## src/hdl/backend_params.svh

```systemverilog
`ifndef BACKEND_PARAMS_SVH
`define BACKEND_PARAMS_SVH

`define XLEN        32
`define WB_AW       32          // Wishbone address width

`define ARCH_REGS   8
`define PHYS_REGS   16

`define IQ_DEPTH    4
`define ROB_DEPTH   8           // Power of two, pointers wrap

`define MUL_LATENCY 3           // Issue to writeback for MUL

`endif

```

## src/hdl/backendPkg.sv

```systemverilog
`include "backend_params.svh"

package backendPkg;

    typedef enum logic [2:0] {ADD, SUB, AND, XOR, MUL, LI} OpCode;

    typedef logic [$clog2(`ARCH_REGS)-1:0] ArchReg;
    typedef logic [$clog2(`PHYS_REGS)-1:0] PhysReg;
    typedef logic [$clog2(`ROB_DEPTH)-1:0] RobIdx;

    typedef struct packed {
        OpCode       op;
        ArchReg      rd;
        ArchReg      rs1;
        ArchReg      rs2;
        logic [15:0] imm;
    } MicroOp;                  // 28 bits, low bits of the write data

    typedef struct packed {
        OpCode       op;
        logic [15:0] imm;
        PhysReg      prd;
        PhysReg      prs1;
        PhysReg      prs2;
        RobIdx       robIdx;
    } RenamedOp;

    typedef struct packed {
        logic              valid;
        PhysReg            prd;
        RobIdx             robIdx;
        logic [`XLEN-1:0]  result;
    } WbBundle;

    typedef struct packed {
        logic              valid;
        ArchReg            rd;
        logic [`XLEN-1:0]  result;
        PhysReg            freedPrd;   // Previous mapping of rd
    } CommitBundle;

endpackage

```

## src/hdl/execUnit.sv

```systemverilog
`timescale 1ns/100ps
`include "backend_params.svh"

module execUnit (
    input  logic                  clk,
    input  logic                  rstN_i,
    input  logic                  issueValid_i,
    input  backendPkg::RenamedOp  issueOp_i,
    output logic                  busy_o,
    output backendPkg::WbBundle   wb_o
);
    logic [`XLEN-1:0]    regFile [`PHYS_REGS];
    logic [`XLEN-1:0]    srcA;
    logic [`XLEN-1:0]    srcB;
    logic [`XLEN-1:0]    aluResult;
    logic [`XLEN-1:0]    mulA;
    logic [`XLEN-1:0]    mulB;
    logic [`XLEN-1:0]    mulResult;
    backendPkg::PhysReg  mulPrd;
    backendPkg::RobIdx   mulRob;
    logic                mulStart;
    logic                mulDone;

    assign srcA      = regFile[issueOp_i.prs1];
    assign srcB      = regFile[issueOp_i.prs2];
    assign mulStart  = issueValid_i && issueOp_i.op == backendPkg::MUL;
    assign mulResult = mulA * mulB;             // Low half of the product

    always_comb begin
        case (issueOp_i.op)
            backendPkg::ADD: aluResult = srcA + srcB;
            backendPkg::SUB: aluResult = srcA - srcB;
            backendPkg::AND: aluResult = srcA & srcB;
            backendPkg::XOR: aluResult = srcA ^ srcB;
            backendPkg::LI:  aluResult = `XLEN'(issueOp_i.imm);
            default:         aluResult = '0;
        endcase
    end

    latencyTimer mulTimer (
        .clk     (clk),
        .rstN_i  (rstN_i),
        .start_i (mulStart),
        .busy_o  (busy_o),
        .done_o  (mulDone)
    );

    always_ff @(posedge clk) begin
        if (mulStart) begin
            mulA   <= srcA;
            mulB   <= srcB;
            mulPrd <= issueOp_i.prd;
            mulRob <= issueOp_i.robIdx;
        end
    end

    always_ff @(posedge clk or negedge rstN_i) begin
        if (!rstN_i) begin
            wb_o <= '0;
        end else begin
            wb_o.valid <= 1'b0;
            if (issueValid_i && !mulStart) begin
                wb_o <= '{valid: 1'b1, prd: issueOp_i.prd, robIdx: issueOp_i.robIdx,
                          result: aluResult};
            end else if (mulDone) begin
                wb_o <= '{valid: 1'b1, prd: mulPrd, robIdx: mulRob, result: mulResult};
            end
        end
    end

    always_ff @(posedge clk or negedge rstN_i) begin
        if (!rstN_i) begin
            for (int i = 0; i < `PHYS_REGS; i++) regFile[i] <= '0;
        end else if (wb_o.valid) begin
            regFile[wb_o.prd] <= wb_o.result;   // Readable the next cycle
        end
    end

    noIssueWhileMul: assert property (@(posedge clk) disable iff (!rstN_i)
        busy_o |-> !issueValid_i);

endmodule

```

## src/hdl/instPort.sv

```systemverilog
`timescale 1ns/100ps
`include "backend_params.svh"

module instPort (
    input  logic                clk,
    input  logic                rstN_i,
    input  logic                wbCyc_i,
    input  logic                wbStb_i,
    input  logic                wbWe_i,
    input  logic [`WB_AW-1:0]   wbAdr_i,
    input  logic [`XLEN-1:0]    wbDat_i,
    input  logic                stall_i,
    output logic                wbAck_o,
    output logic [`XLEN-1:0]    wbDat_o,
    output logic                dispatchValid_o,
    output backendPkg::MicroOp  dispatchOp_o
);
    typedef enum logic [1:0] {IDLE, DISPATCH, ACK} PortState;

    PortState state;
    PortState nextState;

    always_comb begin
        nextState = state;
        case (state)
            IDLE:     if (wbCyc_i && wbStb_i) nextState = wbWe_i ? DISPATCH : ACK;
            DISPATCH: if (!stall_i) nextState = ACK;     // Rename takes the op this cycle
            default:  nextState = IDLE;
        endcase
    end

    always_ff @(posedge clk or negedge rstN_i) begin
        if (!rstN_i) state <= IDLE;
        else state <= nextState;
    end

    always_ff @(posedge clk) begin
        if (state == IDLE && wbCyc_i && wbStb_i && wbWe_i) begin
            dispatchOp_o <= wbDat_i[$bits(backendPkg::MicroOp)-1:0];
        end
    end

    assign dispatchValid_o = state == DISPATCH;
    assign wbAck_o = state == ACK;
    assign wbDat_o = '0;            // Write-only port

    ackInCycle: assert property (@(posedge clk) disable iff (!rstN_i)
        wbAck_o |-> wbCyc_i && wbStb_i);

    // Classic cycle, the master holds its request until ack
    reqStable: assert property (@(posedge clk) disable iff (!rstN_i)
        wbCyc_i && wbStb_i && !wbAck_o |=> $stable({wbWe_i, wbAdr_i, wbDat_i}));

endmodule

```

## src/hdl/issueQueue.sv

```systemverilog
`timescale 1ns/100ps
`include "backend_params.svh"

module issueQueue (
    input  logic                  clk,
    input  logic                  rstN_i,
    input  logic                  enq_i,
    input  backendPkg::RenamedOp  enqOp_i,
    input  backendPkg::WbBundle   wb_i,
    input  logic                  execBusy_i,
    output logic                  full_o,
    output logic                  issueValid_o,
    output backendPkg::RenamedOp  issueOp_o
);
    localparam int IW = $clog2(`IQ_DEPTH);
    localparam int CW = $clog2(`IQ_DEPTH + 1);

    backendPkg::RenamedOp   entries [`IQ_DEPTH];   // Entry 0 is the oldest
    logic [CW-1:0]          count;
    logic [`PHYS_REGS-1:0]  busyTab;
    logic [`IQ_DEPTH-1:0]   ready;
    logic [IW-1:0]          selIdx;
    logic [IW-1:0]          wrIdx;
    logic                   anyReady;
    logic                   doIssue;

    always_comb begin
        for (int i = 0; i < `IQ_DEPTH; i++) begin
            ready[i] = (CW'(i) < count) && (entries[i].op == backendPkg::LI ||
                       (!busyTab[entries[i].prs1] && !busyTab[entries[i].prs2]));
        end
    end

    always_comb begin
        selIdx   = '0;
        anyReady = 1'b0;
        for (int i = `IQ_DEPTH - 1; i >= 0; i--) begin
            if (ready[i]) begin
                selIdx   = IW'(i);
                anyReady = 1'b1;
            end
        end
    end

    assign doIssue      = anyReady && !execBusy_i;
    assign issueValid_o = doIssue;
    assign issueOp_o    = entries[selIdx];
    assign full_o       = count == CW'(`IQ_DEPTH);
    assign wrIdx        = IW'(doIssue ? count - 1'b1 : count);

    // Collapse above the issued slot, then append
    always_ff @(posedge clk) begin
        for (int i = 0; i < `IQ_DEPTH - 1; i++) begin
            if (doIssue && i >= selIdx) entries[i] <= entries[i + 1];
        end
        if (enq_i) entries[wrIdx] <= enqOp_i;
    end

    always_ff @(posedge clk or negedge rstN_i) begin
        if (!rstN_i) begin
            count   <= '0;
            busyTab <= '0;
        end else begin
            count <= count + CW'(enq_i) - CW'(doIssue);
            if (wb_i.valid) busyTab[wb_i.prd] <= 1'b0;
            if (enq_i) busyTab[enqOp_i.prd] <= 1'b1;     // Fresh register, never in flight
        end
    end

endmodule

```

## src/hdl/latencyTimer.sv

```systemverilog
`timescale 1ns/100ps
`include "backend_params.svh"

module latencyTimer (
    input  logic clk,
    input  logic rstN_i,
    input  logic start_i,
    output logic busy_o,
    output logic done_o
);
    localparam int CW = $clog2(`MUL_LATENCY) + 1;

    logic [CW-1:0] cnt;

    always_ff @(posedge clk or negedge rstN_i) begin
        if (!rstN_i) cnt <= '0;
        else if (start_i) cnt <= CW'(`MUL_LATENCY - 1);
        else if (cnt != '0) cnt <= cnt - 1'b1;
    end

    assign busy_o = cnt != '0;
    assign done_o = cnt == CW'(1);      // Result registered on this cycle

endmodule

```

## src/hdl/miniBackend.sv

```systemverilog
`timescale 1ns/100ps
`include "backend_params.svh"

module miniBackend (
    input  logic                    clk,
    input  logic                    rstN_i,
    input  logic                    wbCyc_i,
    input  logic                    wbStb_i,
    input  logic                    wbWe_i,
    input  logic [`WB_AW-1:0]       wbAdr_i,
    input  logic [`XLEN-1:0]        wbDat_i,
    output logic                    wbAck_o,
    output logic [`XLEN-1:0]        wbDat_o,
    output backendPkg::CommitBundle commit_o
);
    backendPkg::MicroOp      dispatchOp;
    backendPkg::RenamedOp    renamed;
    backendPkg::RenamedOp    issueOp;
    backendPkg::PhysReg      oldPrd;
    backendPkg::RobIdx       robIdx;
    backendPkg::WbBundle     wb;
    logic dispatchValid, stall, accept;
    logic freeEmpty, iqFull, robFull;
    logic issueValid, execBusy;

    assign stall  = freeEmpty || iqFull || robFull;
    assign accept = dispatchValid && !stall;

    instPort port (
        .clk(clk), .rstN_i(rstN_i), .wbCyc_i(wbCyc_i), .wbStb_i(wbStb_i), .wbWe_i(wbWe_i),
        .wbAdr_i(wbAdr_i), .wbDat_i(wbDat_i), .stall_i(stall), .wbAck_o(wbAck_o),
        .wbDat_o(wbDat_o), .dispatchValid_o(dispatchValid), .dispatchOp_o(dispatchOp)
    );

    renameMap rename (
        .clk(clk), .rstN_i(rstN_i), .dispatchValid_i(dispatchValid), .dispatchOp_i(dispatchOp),
        .robIdx_i(robIdx), .stall_i(stall), .commit_i(commit_o), .renamed_o(renamed),
        .oldPrd_o(oldPrd), .freeEmpty_o(freeEmpty)
    );

    issueQueue iq (
        .clk(clk), .rstN_i(rstN_i), .enq_i(accept), .enqOp_i(renamed), .wb_i(wb),
        .execBusy_i(execBusy), .full_o(iqFull), .issueValid_o(issueValid), .issueOp_o(issueOp)
    );

    execUnit exec (
        .clk(clk), .rstN_i(rstN_i), .issueValid_i(issueValid), .issueOp_i(issueOp),
        .busy_o(execBusy), .wb_o(wb)
    );

    reorderBuffer rob (
        .clk(clk), .rstN_i(rstN_i), .alloc_i(accept), .allocRd_i(dispatchOp.rd),
        .allocOldPrd_i(oldPrd), .wb_i(wb), .allocIdx_o(robIdx), .full_o(robFull),
        .commit_o(commit_o)
    );

endmodule

```

## src/hdl/renameMap.sv

```systemverilog
`timescale 1ns/100ps
`include "backend_params.svh"

module renameMap (
    input  logic                    clk,
    input  logic                    rstN_i,
    input  logic                    dispatchValid_i,
    input  backendPkg::MicroOp      dispatchOp_i,
    input  backendPkg::RobIdx       robIdx_i,
    input  logic                    stall_i,
    input  backendPkg::CommitBundle commit_i,
    output backendPkg::RenamedOp    renamed_o,
    output backendPkg::PhysReg      oldPrd_o,
    output logic                    freeEmpty_o
);
    localparam int FREE_DEPTH = `PHYS_REGS - `ARCH_REGS;
    localparam int FPW = $clog2(FREE_DEPTH);
    localparam int FCW = $clog2(FREE_DEPTH + 1);

    backendPkg::PhysReg aliasTab [`ARCH_REGS];
    backendPkg::PhysReg freeList [FREE_DEPTH];
    logic [FPW-1:0]     freeHead;
    logic [FPW-1:0]     freeTail;
    logic [FCW-1:0]     freeCount;
    logic               accept;

    assign accept = dispatchValid_i && !stall_i;
    assign freeEmpty_o = freeCount == '0;
    assign oldPrd_o = aliasTab[dispatchOp_i.rd];    // Returned at commit

    always_comb begin
        renamed_o.op     = dispatchOp_i.op;
        renamed_o.imm    = dispatchOp_i.imm;
        renamed_o.prd    = freeList[freeHead];
        renamed_o.prs1   = aliasTab[dispatchOp_i.rs1];   // Read before this op's update
        renamed_o.prs2   = aliasTab[dispatchOp_i.rs2];
        renamed_o.robIdx = robIdx_i;
    end

    always_ff @(posedge clk or negedge rstN_i) begin
        if (!rstN_i) begin
            for (int i = 0; i < `ARCH_REGS; i++) begin
                aliasTab[i] <= backendPkg::PhysReg'(i);    // Identity map
            end
        end else if (accept) begin
            aliasTab[dispatchOp_i.rd] <= freeList[freeHead];
        end
    end

    // Circular free list, starts holding the unmapped registers
    always_ff @(posedge clk or negedge rstN_i) begin
        if (!rstN_i) begin
            for (int i = 0; i < FREE_DEPTH; i++) begin
                freeList[i] <= backendPkg::PhysReg'(`ARCH_REGS + i);
            end
            freeHead  <= '0;
            freeTail  <= '0;
            freeCount <= FCW'(FREE_DEPTH);
        end else begin
            if (commit_i.valid) begin
                freeList[freeTail] <= commit_i.freedPrd;
                freeTail <= freeTail + 1'b1;
            end
            if (accept) freeHead <= freeHead + 1'b1;
            freeCount <= freeCount + FCW'(commit_i.valid) - FCW'(accept);
        end
    end

    noPopEmpty: assert property (@(posedge clk) disable iff (!rstN_i)
        dispatchValid_i && !stall_i |-> freeCount != '0);

endmodule

```

## src/hdl/reorderBuffer.sv

```systemverilog
`timescale 1ns/100ps
`include "backend_params.svh"

module reorderBuffer (
    input  logic                    clk,
    input  logic                    rstN_i,
    input  logic                    alloc_i,
    input  backendPkg::ArchReg      allocRd_i,
    input  backendPkg::PhysReg      allocOldPrd_i,
    input  backendPkg::WbBundle     wb_i,
    output backendPkg::RobIdx       allocIdx_o,
    output logic                    full_o,
    output backendPkg::CommitBundle commit_o
);
    localparam int CW = $clog2(`ROB_DEPTH + 1);

    backendPkg::ArchReg  rdArr     [`ROB_DEPTH];
    backendPkg::PhysReg  oldPrdArr [`ROB_DEPTH];
    logic [`XLEN-1:0]    resultArr [`ROB_DEPTH];
    logic [`ROB_DEPTH-1:0] entValid;
    logic [`ROB_DEPTH-1:0] entDone;
    backendPkg::RobIdx   head;
    backendPkg::RobIdx   tail;
    logic [CW-1:0]       count;
    logic                doCommit;

    assign allocIdx_o = tail;
    assign full_o     = count == CW'(`ROB_DEPTH);
    assign doCommit   = entValid[head] && entDone[head];

    always_comb begin
        commit_o.valid    = doCommit;
        commit_o.rd       = rdArr[head];
        commit_o.result   = resultArr[head];
        commit_o.freedPrd = oldPrdArr[head];
    end

    always_ff @(posedge clk) begin
        if (alloc_i) begin
            rdArr[tail]     <= allocRd_i;
            oldPrdArr[tail] <= allocOldPrd_i;
        end
        if (wb_i.valid) resultArr[wb_i.robIdx] <= wb_i.result;
    end

    always_ff @(posedge clk or negedge rstN_i) begin
        if (!rstN_i) begin
            entValid <= '0;
            entDone  <= '0;
            head     <= '0;
            tail     <= '0;
            count    <= '0;
        end else begin
            if (alloc_i) begin
                entValid[tail] <= 1'b1;
                entDone[tail]  <= 1'b0;
                tail <= tail + 1'b1;
            end
            if (wb_i.valid) entDone[wb_i.robIdx] <= 1'b1;
            if (doCommit) begin
                entValid[head] <= 1'b0;
                head <= head + 1'b1;
            end
            count <= count + CW'(alloc_i) - CW'(doCommit);
        end
    end

    wbToLiveEntry: assert property (@(posedge clk) disable iff (!rstN_i)
        wb_i.valid |-> entValid[wb_i.robIdx]);

endmodule

```

## config.mk

```make
export PLATFORM = sky130hd
export DESIGN_NAME = miniBackend
export DESIGN_NICKNAME = d
export VERILOG_FILES = /design/src/hdl/backendPkg.sv /design/src/hdl/execUnit.sv /design/src/hdl/instPort.sv /design/src/hdl/issueQueue.sv /design/src/hdl/latencyTimer.sv /design/src/hdl/miniBackend.sv /design/src/hdl/renameMap.sv /design/src/hdl/reorderBuffer.sv
export VERILOG_INCLUDE_DIRS = /design/src /design/src/hdl
export SDC_FILE = /design/constraint.sdc
export NUM_CORES = 2
export LEC_CHECK = 0
export BUFFER_PORTS_ARGS = -buffer_cell sky130_fd_sc_hd__buf_2
export CORE_ASPECT_RATIO = 0.9
export CORE_UTILIZATION = 55
export DETAILED_ROUTE_END_ITERATION = 10
export PLACE_DENSITY = 0.69
export REMOVE_ABC_BUFFERS = 1
export SYNTH_ARGS = -nofsm -noshare
export SYNTH_HDL_FRONTEND = slang
export SYNTH_HIERARCHICAL = 1
export SYNTH_SLANG_ARGS = --single-unit
```

## constraint.sdc

```tcl
create_clock -name clk -period 9.2 [get_ports clk]
set_clock_uncertainty 0.05 [all_clocks]
set_input_delay 1.84 -clock clk [delete_from_list [all_inputs] [get_ports clk]]
set_output_delay 1.84 -clock clk [all_outputs]
set_load 0.02 [all_outputs]
```

==> flow_metrics.tcl <==
set metrics [dict create \
    timing.critical_path.mode_cell "mux4_2" \
    rsz0062_at_grt "false" \
    cts_hold_buf 0 \
    core-area_um2 138000 \
    mostFrequentLayoutCell "dfrtp_1" \
    holdPathStages 1 \
    syn2layout_area_growth_pct 8.41 \
    postSynthAreaPerCell_um2 13.9 \
    rr_endpoint "exec/wb_o[31]$_DFFE_PN0P_" \
    status "finished clean" \
    reg2reg_depth 27 \
    timing.rr.start "iq/entries[3][7]$_DFFE_PP_" \
    setup_viol 0 \
    ys_seq_area_share_pct 43.5 \
    tritoncts "yes" \
    dp_hpwl_um 136000 \
    period_share_pct 95.2 \
    port_buffers 73 \
    cp-start-kind "flop" \
    start_util_pct 55.6 \
    report.final.hold_viol_count 0 \
    firstDrtPassIters 5 \
    track_usage_pct 29.5 \
    reg2reg_slack_ns 0.44 \
    fin_nets 6169 \
    synth_cell_types 91 \
    clock_latency_ns 0.77 \
    viasPerCell 6.36 \
    yosys.area_share.simple_pct 6.49 \
    worst_slew_pin_slew_ns 1.20 \
    cts-resized-gates 0 \
    hp-class "flop to flop" \
    required_ns 9.76 \
    max_freq_ghz 0.114 \
    pin_count 142 \
    ys_async_sr_fraction_pct 55.3 \
    criticalPathCategory "flop to flop" \
    crit_path_end_kind "flop" \
    htree_levels 3 \
    vias 47200 \
    drtIter0Drc 4328 \
    clkTransAtPathRegs_ns 0.07 \
    grt_max_degree 152 \
    leakage_nw 34.8 \
    holdPathEnd "rob/entValid[1]$_DFF_PN0_" \
    drive_gt1_share_pct 28.5 \
    cts_root_buf "clkbuf_16" \
    final_cell_mix "dfrtp_1 (640), mux2_2 (624), edfxtp_1 (547)" \
    fin_crit_ns 8.76 \
    post_drt_wl_per_cell_um 27.5 \
    worstHoldStart "rob/entValid[1]$_DFF_PN0_" \
    fp.dieW_um 396 \
    crit_slowest_cell "mux4_4" \
    dp_slack_ns 0.480 \
    synth_xor_area_share_pct 1.70 \
    overflow 0 \
    fp.dieH_um 356 \
    max_cap_violations 0 \
    gp_congestion 0.906 \
    ys_warn_count 6 \
    grt_pass1_vias 48600 \
    synth_compound_area_share_pct 3.60 \
    maxSlewHeadroom_pct 19.7 \
    synth_fa_ha_area_share_pct 14.2 \
    ys_ff_latch 1223 \
    grt_pass1_wl_um 312000 \
    ys.flop_type "dfrtp_1" \
    synthMuxAreaShare_pct 25.9 \
    wirelength_um 204000 \
    synth_cells 5521 \
    route.antenna.remaining_nets 0 \
    peakVddDrop_mv 0.169 \
    die_area_um2 141000 \
    maxSlewViolCount 0 \
    syn_area_um2 76700 \
    std_cell_rows 129 \
    cpPeakStageDelay_ns 0.88 \
    cts_made_buffers 121 \
    layout_setup_ws_ns 0.438 \
    fin_tns_setup_ns 0 \
    fill_cells 10700 \
    synth_top_family_by_area "multiplexers" \
    cts.sinks 1223 \
    total_power_w 0.0110 \
    cts_setup_buffers 0 \
    synth_edf_count 547 \
    critical_path.max_fanout 34 \
    clock_path_buffers 3 \
    antenna_found_initial 6 \
    power.density_nw_per_um2 132 \
    drc 0 \
    crit_arrival_ns 9.32 \
]
==> per-stage QoR <==
step                      instances  hold slack (ns)  util (%)  area (µm²)
after CTS                      7419            0.420      60.3       83200
after global routing           7421            0.453      60.3       83200
after floorplan                5154            0.389         -       75000
after detailed placement       7189            0.413      57.2       79000
final                          7422            0.421      60.3       83200
after global placement         7189            0.402      57.2       79000
==> state kept, by name, indices dropped and copies added (netlist names), 4 cells and up <==
name,cells
rename/aliasTab,32
rename/freeList,32
exec/mulB,32
rob/rdArr,24
iq/busyTab,16
rob/entValid,8
rob/resultArr,256
port/dispatchOp_o,28
rob/count,4
rob/oldPrdArr,32
rob/entDone,8
exec/mulA,32
iq/entries,136
exec/mulPrd,4
rename/freeCount,4
exec/regFile,512
exec/wb_o,40
==> per-layer routing <==
layer	wire length, µm	GRT usage, %	share of wire [%]
met2	93100	45.1	46
met1	87500	43.7	43
met4	6430	9.10	3.2
met5	0	0	0
met3	16800	4.75	8.3
==> logic make-up after synthesis <==
| group | count (synthesis) |
|---|---|
| buf+inv | 839 |
| other cells | 1 |
| mux | 1300 |
| simple gates | 964 |
| flops | 1223 |
| compound gates | 424 |
| fa+ha+maj | 621 |
| xor+xnor | 149 |
==> critical path, delay by kind of cell, from the launching register on <==
| family | cells | cell delay (ns) |
|---|---|---|
| buffers and inverters | 3 | 0.85 |
| adders and majority gates | 1 | 0.46 |
| AOI/OAI and AO/OA | 8 | 1.80 |
| xor gates and xnor gates | 2 | 0.31 |
| DFF | 1 | 0.53 |
| and+or+nand+nor | 7 | 1.85 |
| muxes | 6 | 2.69 |
==> cell type report <==
cell class                      instances  area [µm²]  share of cell area, %
Tap cell                             1834        2290                   2.76
Sequential cell                      1223       33400                   40.1
Clock inverter                         58         702                  0.844
Inverter                              441        1660                   1.99
Multi-Input combinational cell       3491       40200                   48.3
Antenna cell                            2        5.00                0.00602
Timing Repair Buffer                  201        1440                   1.73
Clock buffer                          172        3490                   4.20
==> worst max-delay path by stage <==
stage / from / cells after the start / end
finish: iq/entries[3][7]$_DFFE_PP_ / 27 / exec/wb_o[31]$_DFFE_PN0P_
floorplan: iq/entries[2][3]$_DFFE_PP_ / 24 / exec/wb_o[29]$_DFFE_PN0P_
CTS: iq/entries[3][7]$_DFFE_PP_ / 27 / exec/wb_o[31]$_DFFE_PN0P_
global route: iq/entries[3][7]$_DFFE_PP_ / 28 / exec/wb_o[29]$_DFFE_PN0P_
detailed placement: iq/entries[3][7]$_DFFE_PP_ / 27 / exec/wb_o[31]$_DFFE_PN0P_
global placement: iq/entries[3][7]$_DFFE_PP_ / 25 / exec/wb_o[31]$_DFFE_PN0P_
==> synthesized netlist by cell type, types with 8 or more instances <==
cell type	instances	share of area, %
nor3_1	35	0.23
nand3b_1	17	0.17
ha_1	209	3.4
edfxtp_1	547	21
or3_1	9	0.073
mux2_1	109	1.6
o21a_1	13	0.13
mux2_2	624	9.2
mux2i_1	84	1.1
nand4_1	10	0.082
dfstp_2	33	1.1
and2_1	292	2.4
buf_2	40	0.26
nor3b_1	13	0.13
a21oi_1	79	0.52
buf_6	12	0.18
mux4_2	468	14
nand2b_1	28	0.23
nor4b_1	10	0.11
nand2_1	353	1.7
a22oi_1	31	0.30
a222oi_1	12	0.16
o22ai_1	25	0.20
mux2_4	9	0.18
buf_4	62	0.61
o21ai_0	117	0.76
o21ai_1	11	0.072
nand3_1	20	0.13
a22o_1	13	0.15
a31oi_1	15	0.12
and3_1	9	0.073
a21o_1	32	0.31
nand4b_1	8	0.091
dfrtp_1	643	21
buf_1	34	0.17
xor2_1	42	0.48
nor2b_1	30	0.24
inv_1	440	2.2
o21bai_1	9	0.088
xnor2_1	107	1.2
clkbuf_1	248	1.2
nor2_1	95	0.46
fa_1	412	11
nor4_1	14	0.11
==> power by group <==
part | total [W] | switching [W] | internal, W
clock | 0.00516 | 0.00219 | 0.00297
combinational | 0.000106 | 0.0000852 | 0.0000211
sequential | 0.00571 | 0.0000180 | 0.00569
Power figures use the tool's default switching activity.
